===== config.mk =====
export PLATFORM = sky130hd
export DESIGN_NAME = icache_ctrl
export DESIGN_NICKNAME = d
export VERILOG_FILES = /design/src/rtl/icache_pkg.sv /design/src/rtl/icache_ctrl.sv
export SDC_FILE = /design/constraint.sdc
export NUM_CORES = 1
export LEC_CHECK = 0
export CAP_MARGIN = 20
export CORE_AREA = 4 4 127 129
export CTS_CLUSTER_DIAMETER = 80
export CTS_CLUSTER_SIZE = 10
export DETAILED_ROUTE_END_ITERATION = 7
export DIE_AREA = 0 0 131 133
export DONT_BUFFER_PORTS = 1
export SYNTH_ARGS = -nofsm -noshare
export SYNTH_HDL_FRONTEND = slang
export SYNTH_SLANG_ARGS = --single-unit

===== constraint.sdc =====
create_clock -name clk -period 6.5 [get_ports clk]
set_input_delay 0.65 -clock clk [delete_from_list [all_inputs] [get_ports clk]]
set_output_delay 0.65 -clock clk [all_outputs]
set_load 0.1 [all_outputs]

===== src/rtl/icache_pkg.sv =====
package icache_pkg;

	// cache geometry
	localparam int addr_w         = 64;
	localparam int data_w         = 64;
	localparam int num_sets       = 64;
	localparam int index_w        = 6;
	localparam int offset_w       = 5;   // 32-byte lines
	localparam int tag_w          = addr_w - index_w - offset_w;
	localparam int beats_per_line = 4;
	localparam int beat_w         = 2;
	localparam int byte_off_w     = offset_w - beat_w; // byte within a 64-bit word

	// fetch address seen as one word or as its cache fields
	typedef struct packed {
		logic [tag_w-1:0]      tag;
		logic [index_w-1:0]    index;
		logic [beat_w-1:0]     word;
		logic [byte_off_w-1:0] byte_off;
	} fetch_fields_t;

	typedef union packed {
		logic [addr_w-1:0] raw;
		fetch_fields_t     f;
	} fetch_addr_u;

	// controller states
	typedef enum logic [1:0] {
		st_idle,
		st_compare,
		st_allocate
	} ctrl_state_e;

endpackage


===== src/rtl/icache_ctrl.sv =====
`timescale 1ns/1ps

module icache_ctrl
	import icache_pkg::*;
(
	input  logic               clk,
	input  logic               rst_n,
	input  logic               cpu_req_valid,
	input  logic [addr_w-1:0]  cpu_req_addr,
	input  logic               hit,
	input  logic [data_w-1:0]  hit_word,
	input  logic               victim_way,
	input  logic               fill_done,
	output logic               cpu_ready,
	output logic [data_w-1:0]  cpu_data_read,
	output fetch_addr_u        lookup_addr,
	output logic               touch,
	output logic               fill_start,
	output logic               fill_way,
	output fetch_addr_u        fill_addr
);

	ctrl_state_e state_q;
	ctrl_state_e state_d;
	fetch_addr_u addr_q;   // request held for the whole transaction
	logic        accept;
	logic        miss;

	assign accept = (state_q == st_idle) && cpu_req_valid;
	assign touch  = (state_q == st_compare) && hit;
	assign miss   = (state_q == st_compare) && !hit;

	assign lookup_addr = addr_q;
	assign fill_addr   = addr_q;

	always_comb begin
		state_d = state_q;
		case (state_q)
			st_idle: begin
				if (cpu_req_valid) begin
					state_d = st_compare;
				end
			end
			st_compare: begin
				if (hit) begin
					state_d = st_idle;
				end else begin
					state_d = st_allocate;
				end
			end
			st_allocate: begin
				if (fill_done) begin
					state_d = st_compare; // retry the lookup, it hits now
				end
			end
			default: state_d = st_idle;
		endcase
	end

	always_ff @(posedge clk) begin
		if (accept) begin
			addr_q.raw <= cpu_req_addr;
		end
		if (touch) begin
			cpu_data_read <= hit_word;
		end
		if (miss) begin
			fill_way <= victim_way;
		end
	end

	always_ff @(posedge clk) begin
		if (!rst_n) begin
			state_q    <= st_idle;
			cpu_ready  <= 1'b0;
			fill_start <= 1'b0;
		end else begin
			state_q    <= state_d;
			cpu_ready  <= touch;  // single-cycle reply
			fill_start <= miss;
		end
	end

endmodule


### Yosys cells after proc, flatten, opt, wreduce, memory -nomap -nowiden

Cells that the tools add are included.

* logic and storage cells: 20
* ROM bits: 0
* bits of input ports: 134
* output and inout port bits: 196
* bits in latches: 0
* RAM bits: 0
* memories: 0
* register bits: 133

* divide/modulo/power cells: 0
* bitwise operators: 0
* equal/unequal tests: 4
* $mul: 0
* multiplexer cells: 4
* shift operators: 0
* add/subtract/negate cells: 0
* magnitude comparators: 0
* reductions and logical operators: 6

Operator list (number)
* 2-bit 2-to-1 mux: 3
* 2-bit case mux with 3 select lines: 1
* 2-bit != test (second input constant): 2
* 1-bit logical AND: 3
* 2-bit by 1-bit equality test with 1-bit output (second input constant): 1
* 2-bit equality test (second input constant): 1
* 2-bit zero test: 1
* 2-bit AND reduction: 1
* 1-bit zero test: 1

### Logic depth before layout (Yosys ltp)

* depth in word-level cells: 3
* depth in mapped cells: 2
* mapped depth without buffers: 2

### Least setup slack after synthesis

OpenSTA, ideal clock, no wires.

* path kind: in2reg
* from: in cpu_req_valid
* to: reg addr_q, in the netlist fill_addr[0], enable pin
* stages on the path: 1
* path buffers: 0
* setup slack: 641 ps
* data arrival time: 5281 ps
* data required time: 5922 ps
* cell sequence: nor3b_1

* cells in the longest elaborated chain, start to end: 1

Ends and longest elaborated chain
* start, declared: RTL line icache_ctrl.sv:8 `input logic cpu_req_valid,`
* 1-bit logical AND: RTL line icache_ctrl.sv:29 `assign accept = (state_q == st_idle) && cpu_req_valid;`
* end, declared: RTL line icache_ctrl.sv:25 `fetch_addr_u addr_q;`

No other way between the ends.
A chain may end at the register's enable or synchronous reset.

### Worst setup path after layout

* from: reg state_q[1]
* to: out touch

* cells in the longest elaborated chain, start to end: 2

Ends and longest elaborated chain
* start, declared: RTL line icache_ctrl.sv:23 `ctrl_state_e state_q;`
* start signal, assigned: RTL line icache_ctrl.sv:74 `state_q <= st_idle;`
* start signal, assigned: RTL line icache_ctrl.sv:78 `state_q <= state_d;`
* 2-bit by 1-bit equality test with 1-bit output: RTL line icache_ctrl.sv:30 `assign touch = (state_q == st_compare) && hit;`
* 1-bit logical AND: RTL line icache_ctrl.sv:30
* end, declared: RTL line icache_ctrl.sv:17 `output logic touch,`

No other way between the ends.

==> flow_summary.toml <==
[run_status]
status = "finished clean"

[floorplanning]
rows = 45
boundaryPins = 330
start_util = 0.2999
die_x_um = 131
die_h_um = 133
core_um2 = 15030
dieArea_um2 = 17420

[grt]
grt_antenna_before_repair = 1
track_usage = 0.1206
grt_pass1_vias = 2003
grt_max_degree = 67
grt_overflow = 0
grt_pass1_wl_um = 14260

[cells_and_area]
area_growth_pct = 46.99
final_area_um2 = 6626
mostFrequentLayoutCells = "edfxtp_1, buf_16, clkbuf_16"
final_common_cell = "edfxtp_1"
diodes = 0
layout.nets = 361
drive_gt1_frac = 0.4076

[routing]
wl_per_cell_um = 25.59
routed_wl_um = 10900
drc_errors = 0
via_count = 1822
first_iter_violations = 70
final_antenna_net_count = 0
dr.pass1.iters = 3
vias_per_cell = 4.277

[yosys]
synth.yosys.seq_area_share = 0.8770
synthCells = 206
synth_warnings = 0
avgSynthCellArea_um2 = 21.88
synth.distinct_cells = 9
synthesis.nets = 340
ys_ff_latch = 133
syn-cell-area_um2 = 4508

[sta]
fin_skew_ps = 7.654
final_max_slew_viol_count = 0
finalCritPeriodShare = 0.3903
tightest_slew_ps = 1108
rsz0062_at_grt = "false"
finalSetupViolations = 0
fin_ws_ps = 3963
finalHoldViolCount = 0
finalCriticalPeriod_ps = 2537
slew_headroom = 0.2627
fmax_ghz = 0.3942
setup_tns_ps = 0

[power]
p_per_area_nw_per_um2 = 390.9
power.share.clock = 0.363
swShare = 0.3349
ir_worst_vdd_uv = 162.3
p_int_mw = 1.723
p_comb_frac = 0.132
seqPwrFrac = 0.505
switchingPower_uw = 867.5
leakagePower_nw = 2.361

[critical_path]
crit_path_end_kind = "output pin"
path_max_fanout = 66
critPathKind = "flop to output pin"
cp-start-kind = "flop"
cp.arrival_ps = 1890
cp.required_ps = 5850

[placement]
portBuffers = 0
post-place-ws_ps = 4212
gp_congestion = 0.7502
placed_area_um2 = 6041

[clock_tree]
insertion_delay_ps = 400
htree_levels = 4
cts_tree = "done"
clkSinkCount = 133
post_cts_buffers = 0
path_clk_slew_ps = 60
holdBufCountCts = 0
root_buffer = "clkbuf_16"
clock_path_buffers = 2
numCtsBuffers = 17
cts-resized-gates = 0

[run]
drv_cap = 0

[worst_hold_path]
min_path_type = "input pin to flop"
==> cells by family after synthesis <==
kind of cell / share of synthesized area
AND/OR/NAND/NOR: 0.01249
flip-flops: 0.8770
multiplexers: 0.002220
buffers and inverters: 0.1066
AO/OA/AOI/OAI: 0.001666
==> synth_stat cells <==
cell | count | share of area
and3b_1 | 1 | 0.0019
nor3b_2 | 1 | 0.0028
buf_4 | 64 | 0.11
and2_1 | 2 | 0.0028
mux2i_1 | 1 | 0.0022
edfxtp_1 | 129 | 0.86
dfxtp_1 | 4 | 0.018
o21a_1 | 1 | 0.0017
nor3b_1 | 3 | 0.0050
==> path summary, 6_finish.rpt <==
kind / endpoint / slack [ps] / cells after the start / start
worst max-delay path: touch / 3960 / 2 / state_q[1]
worst max register to register: cpu_data_read[25] / 4630 / 2 / state_q[1]
worst min register to register: state_q[0] / 530 / 1 / state_q[0]
worst min-delay path: cpu_data_read[23] / 330 / 0 / hit_word[23]
==> final cells by class <==
| class | count | area, um^2 |
|---|---|---|
| Clock buffer | 18 | 429.2 |
| Multi-Input combinational cell | 9 | 82.58 |
| Fill cell | 1209 | 8407 |
| Clock inverter | 12 | 156.4 |
| Tap cell | 188 | 235.2 |
| Timing Repair Buffer | 66 | 1769 |
| Sequential cell | 133 | 3954 |
==> power groups by stage <==
stage          registers [mW]  logic [mW]  clock network, mW
6_report                 1.31       0.343              0.941
5_1_grt                  1.31       0.351               1.01
4_1_cts                  1.31       0.346              0.971
3_5_place_dp             1.33       0.346                  0
3_3_place_gp             1.33       0.345                  0
2_1_floorplan            1.30       0.233                  0
==> sequential cells by signal, summed over array words and instances (netlist names) <==
name           cells
cpu_ready          1
fill_start         1
fill_addr         64
fill_way           1
cpu_data_read     64
state_q            2
==> worst max-delay path: stages, from the launching register on <==
cell and delay [ps]:
dfxtp_1 360, and3b_4 300, buf_4 730
==> per-stage QoR <==
stage / utilization / total power, mW / std cells / hold WS (ps)
CTS: 0.4408 / 2.627 / 426 / 307.4
finish: 0.4408 / 2.591 / 426 / 334.5
global route: 0.4408 / 2.676 / 426 / 303.7
global placement: 0.4018 / 1.670 / 396 / 500.6
floorplan: - / 1.528 / 206 / 448.7
detailed placement: 0.4018 / 1.672 / 396 / 519.3
==> per-layer routing <==
layer / share of wire / up-vias / track usage / routed length [um]
met5: 0.0012 / - / 0 / 13
met1: 0.31 / 854 / 0.1028 / 3375
met3: 0.15 / 10 / 0.09608 / 1613
li1: - / 749 / - / -
met4: 0.0088 / 2 / 0.04343 / 96
met2: 0.53 / 207 / 0.2065 / 5801
Note: power is estimated with default switching activity, not from simulation.
